<file path="src/logic/pol_pkg.sv">
// ==============================
// Shared widths, command format and FSM encoding for the pooling block
// Referenced by scoped names from RTL and testbench
// ==============================
`default_nettype none

package pol_pkg;

    // ==============================
    // Widths
    // ==============================
    // Pixel lane width
    localparam int pix_w = 8;
    // Window length field, 1..15, zero read as one
    localparam int win_w = 4;
    // Accumulator lane, holds 15 x 255
    localparam int acc_w = 12;

    // ==============================
    // Types
    // ==============================
    // Lane-wise reduction
    typedef enum logic {
        mode_max = 1'b0,
        mode_sum = 1'b1
    } pol_mode_e;

    // One pooling command as stored in the command FIFO
    typedef struct packed {
        pol_mode_e          mode;
        logic [win_w-1:0]   win_len;
    } pol_cmd_t;

    // Controller phases
    typedef enum logic [1:0] {
        st_idle = 2'b00,
        st_cfg  = 2'b01,
        st_cmp  = 2'b10
    } pol_state_e;

endpackage

`default_nettype wire

</file>
<file path="src/logic/pol_ctrl.sv">
// ==============================
// Run controller for the pooling block
// Loads a full command set, then issues one command per window
// ==============================
`timescale 1ns/100ps
`default_nettype none

module pol_ctrl #(
    parameter int fifo_addr_w = 2
) (
    input  wire logic clk,
    input  wire logic rst_n,
    input  wire logic start,
    output logic      cfg_rdy,
    input  wire logic cmd_full,
    input  wire logic cmd_empty,
    output logic      cmd_pop,
    input  wire logic job_active,
    input  wire logic win_end,
    output logic      done
);

    // Index of the final window in a run
    localparam logic [fifo_addr_w:0] last_win = (fifo_addr_w+1)'(2 ** fifo_addr_w - 1);

    pol_pkg::pol_state_e state;
    pol_pkg::pol_state_e next_state;

    // Commands issued and windows finished in this run
    logic [fifo_addr_w:0] issue_cnt;
    logic [fifo_addr_w:0] fin_cnt;
    logic                 run_end;

    assign run_end = win_end && (fin_cnt == last_win);

    // ==============================
    // Phase FSM
    // ==============================
    always_comb begin
        next_state = state;
        unique case (state)
            pol_pkg::st_idle: if (start)    next_state = pol_pkg::st_cfg;
            pol_pkg::st_cfg:  if (cmd_full) next_state = pol_pkg::st_cmp;
            pol_pkg::st_cmp:  if (run_end)  next_state = pol_pkg::st_idle;
            default:                        next_state = pol_pkg::st_idle;
        endcase
    end

    // Accept commands until the FIFO fills
    assign cfg_rdy = (state == pol_pkg::st_cfg) && !cmd_full;

    // One pop per free slot, top bit of issue_cnt marks a full set
    assign cmd_pop = (state == pol_pkg::st_cmp) && !job_active && !cmd_empty &&
                     !issue_cnt[fifo_addr_w];

    always_ff @(posedge clk or negedge rst_n) begin
        if (!rst_n) begin
            state     <= pol_pkg::st_idle;
            issue_cnt <= '0;
            fin_cnt   <= '0;
            done      <= 1'b0;
        end else begin
            state <= next_state;
            // Single-cycle pulse after the final result
            done  <= (state == pol_pkg::st_cmp) && run_end;
            if (state == pol_pkg::st_idle && start) begin
                issue_cnt <= '0;
                fin_cnt   <= '0;
            end else begin
                if (cmd_pop) begin
                    issue_cnt <= issue_cnt + 1'b1;
                end
                if (win_end) begin
                    fin_cnt <= fin_cnt + 1'b1;
                end
            end
        end
    end

endmodule

`default_nettype wire

</file>
<file path="src/logic/pol_fifo.sv">
// ==============================
// Show-ahead FIFO, payload type set per instance
// ==============================
`timescale 1ns/100ps
`default_nettype none

module pol_fifo #(
    parameter type payload_t = logic,
    parameter int  addr_w    = 2
) (
    input  wire logic clk,
    input  wire logic rst_n,
    input  wire logic push,
    input  wire logic pop,
    input  payload_t  wdata,
    output payload_t  rdata,
    output logic      empty,
    output logic      full
);

    localparam int depth = 2 ** addr_w;

    // Storage, no reset
    payload_t mem [depth];

    // Pointers carry one wrap bit above the index
    logic [addr_w:0] wr_ptr;
    logic [addr_w:0] rd_ptr;
    logic            do_push;
    logic            do_pop;

    // Drop push on full and pop on empty
    assign do_push = push && !full;
    assign do_pop  = pop && !empty;

    // Same index, wrap bits tell empty from full
    assign empty = (wr_ptr == rd_ptr);
    assign full  = (wr_ptr[addr_w] != rd_ptr[addr_w]) &&
                   (wr_ptr[addr_w-1:0] == rd_ptr[addr_w-1:0]);

    // Head entry visible without a pop
    assign rdata = mem[rd_ptr[addr_w-1:0]];

    always_ff @(posedge clk) begin
        if (do_push) begin
            mem[wr_ptr[addr_w-1:0]] <= wdata;
        end
    end

    always_ff @(posedge clk or negedge rst_n) begin
        if (!rst_n) begin
            wr_ptr <= '0;
            rd_ptr <= '0;
        end else begin
            if (do_push) begin
                wr_ptr <= wr_ptr + 1'b1;
            end
            if (do_pop) begin
                rd_ptr <= rd_ptr + 1'b1;
            end
        end
    end

endmodule

`default_nettype wire

</file>
<file path="src/logic/pol_job_regs.sv">
// ==============================
// Active command and window element count
// ==============================
`timescale 1ns/100ps
`default_nettype none

module pol_job_regs (
    input  wire logic          clk,
    input  wire logic          rst_n,
    input  wire logic          load,
    input  pol_pkg::pol_cmd_t  cmd,
    input  wire logic          elem,
    output logic               active,
    output pol_pkg::pol_mode_e mode,
    output logic               first,
    output logic               last,
    output logic               win_end
);

    // Latched command, payload only
    pol_pkg::pol_cmd_t            cmd_q;
    logic [pol_pkg::win_w-1:0]    cnt;
    logic [pol_pkg::win_w-1:0]    last_idx;

    assign mode = cmd_q.mode;

    // Zero length runs as a single element
    assign last_idx = (cmd_q.win_len == '0) ? '0 : cmd_q.win_len - 1'b1;
    assign last     = active && (cnt == last_idx);

    always_ff @(posedge clk) begin
        if (load) begin
            cmd_q <= cmd;
        end
    end

    always_ff @(posedge clk or negedge rst_n) begin
        if (!rst_n) begin
            active  <= 1'b0;
            first   <= 1'b0;
            cnt     <= '0;
            win_end <= 1'b0;
        end else begin
            win_end <= 1'b0;
            if (load) begin
                active <= 1'b1;
                first  <= 1'b1;
                cnt    <= '0;
            end else if (elem && active) begin
                first <= 1'b0;
                if (last) begin
                    // Window closes on this edge
                    active  <= 1'b0;
                    win_end <= 1'b1;
                end else begin
                    cnt <= cnt + 1'b1;
                end
            end
        end
    end

endmodule

`default_nettype wire

</file>
<file path="src/logic/pol_reduce.sv">
// ==============================
// Lane-wise max or sum over one window
// ==============================
`timescale 1ns/100ps
`default_nettype none

module pol_reduce #(
    parameter int num_lanes = 4
) (
    input  wire logic                                             clk,
    input  wire logic                                             rst_n,
    input  wire logic                                             elem,
    input  wire logic                                             first,
    input  wire logic                                             last,
    input  pol_pkg::pol_mode_e                                    mode,
    input  wire logic [num_lanes-1:0][pol_pkg::pix_w-1:0]         px,
    output logic                                                  res_val,
    output logic      [num_lanes-1:0][pol_pkg::acc_w-1:0]         res_data
);

    // Running value per lane
    logic [num_lanes-1:0][pol_pkg::acc_w-1:0] acc;
    logic [num_lanes-1:0][pol_pkg::acc_w-1:0] acc_nxt;

    // ==============================
    // Lane update
    // ==============================
    always_comb begin
        logic [pol_pkg::acc_w-1:0] ext;
        for (int i = 0; i < num_lanes; i++) begin
            // Zero-extend the pixel
            ext = pol_pkg::acc_w'(px[i]);
            if (first) begin
                acc_nxt[i] = ext;
            end else if (mode == pol_pkg::mode_max) begin
                acc_nxt[i] = (ext > acc[i]) ? ext : acc[i];
            end else begin
                // Sized to never wrap at 15 elements
                acc_nxt[i] = acc[i] + ext;
            end
        end
    end

    always_ff @(posedge clk) begin
        if (elem) begin
            acc <= acc_nxt;
        end
        if (elem && last) begin
            res_data <= acc_nxt;
        end
    end

    always_ff @(posedge clk or negedge rst_n) begin
        if (!rst_n) begin
            res_val <= 1'b0;
        end else begin
            // Pulse once per closed window
            res_val <= elem && last;
        end
    end

endmodule

`default_nettype wire

</file>
<file path="src/logic/pol_top.sv">
// ==============================
// Pooling block top, command and pixel FIFOs around the reduction path
// ==============================
`timescale 1ns/100ps
`default_nettype none

module pol_top #(
    parameter int num_lanes   = 4,
    parameter int fifo_addr_w = 2
) (
    input  wire logic                                     clk,
    input  wire logic                                     rst_n,
    input  wire logic                                     start,
    output logic                                          cfg_rdy,
    input  wire logic                                     cfg_val,
    input  pol_pkg::pol_cmd_t                             cfg_cmd,
    output logic                                          px_rdy,
    input  wire logic                                     px_val,
    input  wire logic [num_lanes-1:0][pol_pkg::pix_w-1:0] px_data,
    output logic                                          res_val,
    output logic      [num_lanes-1:0][pol_pkg::acc_w-1:0] res_data,
    output logic                                          done
);

    // Pixel vector as carried by the pixel FIFO
    typedef logic [num_lanes-1:0][pol_pkg::pix_w-1:0] px_vec_t;

    pol_pkg::pol_cmd_t  cmd_head;
    pol_pkg::pol_mode_e mode;
    px_vec_t            px_head;
    logic               cmd_full;
    logic               cmd_empty;
    logic               cmd_pop;
    logic               px_full;
    logic               px_empty;
    logic               px_pop;
    logic               active;
    logic               first;
    logic               last;
    logic               win_end;

    assign px_rdy = !px_full;

    // Consume one pixel per cycle while a window is open
    assign px_pop = active && !px_empty;

    // ==============================
    // Input FIFOs
    // ==============================
    pol_fifo #(.payload_t(pol_pkg::pol_cmd_t), .addr_w(fifo_addr_w)) u_cmd_fifo (
        .clk   (clk),
        .rst_n (rst_n),
        .push  (cfg_val && cfg_rdy),
        .pop   (cmd_pop),
        .wdata (cfg_cmd),
        .rdata (cmd_head),
        .empty (cmd_empty),
        .full  (cmd_full)
    );

    pol_fifo #(.payload_t(px_vec_t), .addr_w(fifo_addr_w)) u_px_fifo (
        .clk   (clk),
        .rst_n (rst_n),
        .push  (px_val && px_rdy),
        .pop   (px_pop),
        .wdata (px_data),
        .rdata (px_head),
        .empty (px_empty),
        .full  (px_full)
    );

    // ==============================
    // Control and datapath
    // ==============================
    pol_ctrl #(.fifo_addr_w(fifo_addr_w)) u_ctrl (
        .clk        (clk),
        .rst_n      (rst_n),
        .start      (start),
        .cfg_rdy    (cfg_rdy),
        .cmd_full   (cmd_full),
        .cmd_empty  (cmd_empty),
        .cmd_pop    (cmd_pop),
        .job_active (active),
        .win_end    (win_end),
        .done       (done)
    );

    pol_job_regs u_job (
        .clk     (clk),
        .rst_n   (rst_n),
        .load    (cmd_pop),
        .cmd     (cmd_head),
        .elem    (px_pop),
        .active  (active),
        .mode    (mode),
        .first   (first),
        .last    (last),
        .win_end (win_end)
    );

    pol_reduce #(.num_lanes(num_lanes)) u_reduce (
        .clk      (clk),
        .rst_n    (rst_n),
        .elem     (px_pop),
        .first    (first),
        .last     (last),
        .mode     (mode),
        .px       (px_head),
        .res_val  (res_val),
        .res_data (res_data)
    );

endmodule

`default_nettype wire

</file>
<file path="config.mk">
export PLATFORM = sky130hd
export DESIGN_NAME = pol_top
export DESIGN_NICKNAME = d
export VERILOG_FILES = /design/src/logic/pol_pkg.sv /design/src/logic/pol_ctrl.sv /design/src/logic/pol_fifo.sv /design/src/logic/pol_job_regs.sv /design/src/logic/pol_reduce.sv /design/src/logic/pol_top.sv
export SDC_FILE = /design/constraint.sdc
export NUM_CORES = 1
export LEC_CHECK = 0
export BUFFER_PORTS_ARGS = -buffer_cell sky130_fd_sc_hd__buf_2
export CELL_PAD_IN_SITES_DETAIL_PLACEMENT = 0
export CELL_PAD_IN_SITES_GLOBAL_PLACEMENT = 2
export CORE_ASPECT_RATIO = 2
export CORE_UTILIZATION = 25
export DETAILED_ROUTE_END_ITERATION = 10
export PLACE_DENSITY_LB_ADDON = 0.3
export SETUP_SLACK_MARGIN = 0.4
export SKIP_CTS_REPAIR_TIMING = 1
export SLEW_MARGIN = 20
export SYNTH_ARGS = -nofsm -noshare
export SYNTH_HDL_FRONTEND = slang
export SYNTH_SLANG_ARGS = --single-unit
</file>
<file path="constraint.sdc">
create_clock -name clk -period 8.4 [get_ports clk]
set_input_delay 0 -clock clk [delete_from_list [all_inputs] [get_ports clk]]
set_output_delay 0 -clock clk [all_outputs]
set_load 0.02 [all_outputs]
</file>
==> qor.txt, run 1 <==
Max Used Layer: met4
asr flop ratio synth: 10.4%
TritonCTS clock tree: done
CTS H-tree depth: 1
Pleak: 5.82 nW
Worst Path Required: 8.76 ns
worst hold slack: 0.0400 ns
non-filler instance count after layout: 1778
row cnt: 119
Initial Util: 25.4%
status: finished with violations
critical path capture point type: register
initial antenna violation count: 1
number of buffers added on ports: 93
met3 WL post-DR: 1310 um
synth warn: 0
WS Path Type: register to register
global route overflow: 0
post-route setup TNS: 0 ns
maximum clock path buffer count: 3
core area: 52700 um^2
first-pass GRT wire length: 53100 um
final setup vio count: 0
CTS buffer count: 27
DP Worst Slack: 4.37 ns
clock skew: 0.0205 ns
share of cells above drive strength 1: 18.2%
RD Place Congestion: 0.783
max_cap viols: 0
drt via density: 4.62
routed wire length: 34200 um
Via Count: 8220
Final Critical Period: 3.97 ns
TritonRoute pass-1 iters: 7
register bit total from synthesis: 278
pins over their slew limit: 0
Die W: 166 um
Rel. slew slack: 40.5%
Worst setup SP type: register
RSZ-0062 raised after global routing: no
CTS Root Cell: clkbuf_16
Tcrit/Tclk final: 47.3%
I/O pin total: 94
Primary FF master, synth: edfxtp_1
Die Ht: 329 um
crit path max fanout: 19
Max Clock Freq: 0.252 GHz
Critical Path AT: 4.33 ns
Cells after DPL: 1686
met2 wire len: 19000 um
Post-Synthesis Cells: 948
failing checks: DRC
worst skew pair latency: 0.57 ns
fin worst setup slack: 4.43 ns
min-delay worst type: input pin to async pin
peak supply drop: 161 uV
mapped cell area: 13400 um^2
PD cells: 427 nW/um^2
dpl hpwl: 24200 um
worst slew pin tran: 0.890 ns
synthesis-to-layout area growth: 19.0%
met1 WL: 13000 um
vias in the first global route: 8810
Design Power: 6.81 mW
nets: 1215
full die area: 54500 um^2
routed len/inst: 19.2 um
register area share after synthesis: 61.3%
Synthesized Nets: 1072
GRT Total Usage: 12.7%
Yosys cell types: 72
Final ANT Viol Nets: 0
clock sinks: 278
largest net degree at the start of global routing: 53
Avg Synthesized Cell Area: 14.1 um^2
Post-synth EDFFs: 249
clk slew on worst S/H paths: 0.07 ns
Fin. Hold Viols: 0
initial drt markers: 461
drt drc: 20
per-layer routing:
layer  vias up  GRT usage [%]
li1       3928              -
met1      4122           13.2
met2       126           25.0
met3        44           2.38
met4         0           4.79
met5         -              0
layout by cell type (no fill, tap or decap), types with 9 or more instances in the layout:
cell,count
buf_2,93
o21ai_1,12
nand3_1,11
o22ai_1,11
and3_1,10
inv_1,63
dfrtp_1,28
nand2_1,24
nand4_1,11
o21ai_0,16
clkbuf_16,27
nor2_1,59
clkbuf_1,9
nand2b_1,15
dlygate4sd3_1,41
a311oi_1,11
xnor2_1,24
nor2b_1,12
nor3_1,16
buf_4,13
a21oi_1,46
xor2_1,27
ha_1,78
a31oi_1,9
o211ai_1,10
mux4_2,36
o31ai_1,11
edfxtp_1,249
report_power, final:
part | switching [mW] | total (mW) | internal, mW
clock network | 0.544 | 1.21 | 0.670
registers | 0.240 | 2.37 | 2.13
logic | 1.95 | 3.22 | 1.27
worst paths after layout:
| path | cells after the start | to | slack, ns | startpoint |
|---|---|---|---|---|
| max | 9 | u_reduce.acc[42] | 4.43 | u_px_fifo.rd_ptr[0] |
| max in group asynchronous | 2 | u_px_fifo.rd_ptr[0] | 7.85 | rst_n |
| min reg2reg | 1 | u_cmd_fifo.wr_ptr[2] | 0.49 | u_cmd_fifo.wr_ptr[2] |
| max reg2reg | 9 | u_reduce.acc[42] | 4.43 | u_px_fifo.rd_ptr[0] |
| min in group clk | 2 | u_cmd_fifo.mem[3][3] | 0.18 | cfg_cmd[3] |
| min | 2 | u_ctrl.fin_cnt[2] | 0.04 | rst_n |
critical path, cell delays in order (launching register included):
cell and delay, ns:
dfrtp_2 0.76, buf_4 0.45, mux4_2 0.61, ha_1 0.46
nand4_1 0.16, o21ai_1 0.16, a21oi_1 0.11, nor2_1 0.53
nand2_1 0.16, o311ai_1 0.34
flip-flops by register name, summed over array words and instances (netlist names), 4 cells and up:
register	count
u_px_fifo.mem	128
u_reduce.acc	48
u_reduce.res_data	48
u_cmd_fifo.mem	20
u_job.cmd_q	4
u_job.cnt	4
cells in the mapped netlist, drive strengths merged (10+ instances only):
master | n | area share, %
and3 | 10 | 0.47
xnor2 | 24 | 1.6
xor2 | 27 | 1.8
clkbuf | 22 | 0.62
o21ai | 29 | 1.1
nor2 | 61 | 1.7
edfxtp | 249 | 56
nand3 | 11 | 0.41
mux4 | 36 | 6.1
nor2b | 12 | 0.56
nand2 | 24 | 0.67
o22ai | 11 | 0.51
nand4 | 11 | 0.51
o211ai | 10 | 0.56
ha | 78 | 7.3
a311oi | 11 | 0.72
nand2b | 15 | 0.70
a21oi | 47 | 1.8
inv | 69 | 1.9
nor3 | 16 | 0.60
a31oi | 10 | 0.58
o31ai | 11 | 0.62
buf | 11 | 0.45
dfrtp | 29 | 5.4
cell type report:
type	count	area [um^2]
fillers	5397	36800
inverters	69	259
repair buffers	147	973
diodes	1	2.50
multi-input cells	568	4790
well taps	665	832
clock buffers	37	723
flip-flops and latches	278	8200
clock inverters	13	134
cell families (layout without fill, tap and decap cells):
kind of cell / after synthesis / count (layout) / synth area share [%]
mux: 50 / 50 / 7.16
simple gates: 193 / 193 / 7.33
compound gates: 192 / 192 / 9.99
other cells: 0 / 1 / 0
buf+inv: 102 / 266 / 3.00
fa+ha+maj: 82 / 82 / 7.89
xor+xnor: 51 / 51 / 3.34
flops: 278 / 278 / 61.3
metrics by stage:
step	area, um^2	util, %
CTS	15500	29.4
finish	15900	30.2
global placement	14700	27.8
global route	15900	30.2
detailed placement	14700	27.8
floorplan	13400	-
No activity file was read; power rests on OpenSTA's default activity.
==> run 2, diff against run 1 <==
Clock period 8.4 ns to 3.9 ns, I/O delays scaled along.
==> run 2 against run 1 <==
Effect of this change: the flow still finishes with violations (DRC); fmax grew 21%; cell area up 1.5%; clock skew is 0.0077 ns higher; wire length is 0.48% lower; critical path depth stayed put; via count increased by 0.91%; clock power rose by 120%; largest power group unchanged; highest routed layer unchanged; first-iteration DRC count down 17%; sequential share of layout area is 0.74 points lower; utilization up 0.44 points; register-to-register slack worse by 3.8 ns.
==> qor.txt, run 2 (synthesis results as in run 1) <==
initial drt markers: 383
clock skew: 0.0283 ns
vias in the first global route: 8812
Critical Path AT: 3.58 ns
Max Clock Freq: 0.305 GHz
worst slew pin tran: 0.901 ns
failing checks: DRC
RSZ-0062 raised after global routing: no
status: finished with violations
PD cells: 925 nW/um^2
TritonCTS clock tree: done
commonest non-fill, non-tap cell in the layout: edfxtp_1
max_cap viols: 0
chain of cells forming the critical path: buf_12 -> mux4_2 -> ha_1 -> nand4_1 -> o21ai_1 -> a21oi_2 -> nor2_2 -> nand2_1 -> o311a_1
Final ANT Viol Nets: 0
post-route setup TNS: 0 ns
critical path's largest stage delay: 0.59 ns
pins over their slew limit: 0
Pleak: 5.95 nW
Rel. slew slack: 39.8%
Tcrit/Tclk final: 84.1%
Worst setup SP type: register
CTS buffer count: 27
share of cells above drive strength 1: 19.7%
critical path capture point type: register
delay-heaviest family, CP: simple AND/OR/NAND/NOR gates
CTS Root Cell: clkbuf_16
dpl hpwl: 24000 um
largest net degree at the start of global routing: 42
CTS H-tree depth: 1
fin worst setup slack: 0.619 ns
WS Path Type: register to register
routed wire length: 34000 um
crit path max fanout: 17
min-delay worst type: input pin to async pin
number of buffers added on ports: 93
Fin. Hold Viols: 0
drt drc: 32
full die area: 54500 um^2
routed len/inst: 18.9 um
Via Count: 8295
Worst Path Required: 4.20 ns
nets: 1237
max reg flops: 128
first-pass GRT wire length: 52400 um
slowest stage cell on the critical path: mux4_2
clock sinks: 278
Die W: 166 um
TritonRoute pass-1 iters: 7
Crit path buffers/inverters: 1
Initial Util: 25.4%
core area: 52700 um^2
maximum clock path buffer count: 3
drt via density: 4.60
GRT Total Usage: 12.6%
DP Worst Slack: 0.602 ns
peak supply drop: 366 uV
synthesis-to-layout area growth: 20.7%
global route overflow: 0
I/O pin total: 94
initial antenna violation count: 2
RD Place Congestion: 0.760
commonest cells after routing, fill and taps aside: 249 x edfxtp_1, 93 x buf_2, 78 x ha_1
worst skew pair latency: 0.58 ns
Final Critical Period: 3.28 ns
Die Ht: 329 um
row cnt: 119
clk slew on worst S/H paths: 0.07 ns
final setup vio count: 0
run 2: changes by cell type in the layout (fill, tap and decap cells not counted), moves of 2 or more:
cell | before | now
diode_2 | 1 | 4
clkinv_1 | 1 | 4
buf_12 | 0 | 4
clkbuf_1 | 9 | 7
buf_4 | 13 | 31
run 2: where the power goes:
part	switching (mW)	internal, mW	total, mW
logic	4.33	2.96	7.28
registers	0.442	4.58	5.03
clock network	1.15	1.48	2.63
total	5.92	9.01	14.9
run 2: worst register-to-register path, cell delays in order, from the launching register on:
cell and delay [ns]:
dfrtp_2 0.41, buf_12 0.19, mux4_2 0.61, ha_1 0.45, nand4_1 0.14, o21ai_1 0.19
a21oi_2 0.08, nor2_2 0.40, nand2_1 0.18, o311a_1 0.34
run 2: layout make-up:
type | count | area (um^2)
fill | 5392 | 36600
multi-input combinational | 568 | 4800
timing repair buffer | 169 | 1190
antenna | 4 | 10.0
clock inverter | 15 | 159
inverter | 69 | 260
sequential | 278 | 8200
tap | 665 | 832
clock buffer | 34 | 702
run 2: path summary, 6_finish.rpt:
check | from | end | slack (ns) | depth (start not counted)
max | u_px_fifo.rd_ptr[0] | u_reduce.acc[28] | 0.62 | 9
min | rst_n | u_job.cnt[3] | 0.02 | 2
max reg2reg | u_px_fifo.rd_ptr[0] | u_reduce.acc[28] | 0.62 | 9
min reg2reg | u_px_fifo.wr_ptr[2] | u_px_fifo.wr_ptr[2] | 0.49 | 1
max in group asynchronous | rst_n | u_px_fifo.rd_ptr[0] | 3.37 | 2
min in group clk | px_data[25] | u_px_fifo.mem[0][25] | 0.18 | 2
run 2: per-stage QoR:
step	util, %	std cells	power (mW)	hold WS (ns)	cell area, um^2
floorplan	-	948	10.2	-0.296	13400
global placement	28.2	1708	12.4	0.106	14900
detailed placement	28.2	1708	12.5	0.112	14900
CTS	29.8	1757	15.2	-0.517	15700
global route	30.6	1800	16.1	0.0724	16100
finish	30.6	1802	14.9	0.0250	16200
run 2: metal layers:
layer / routed length [um] / GRT usage (%)
met1: 13200 / 13.1
met2: 18400 / 24.6
met3: 1450 / 2.34
met4: 908 / 4.88
met5: 0 / 0
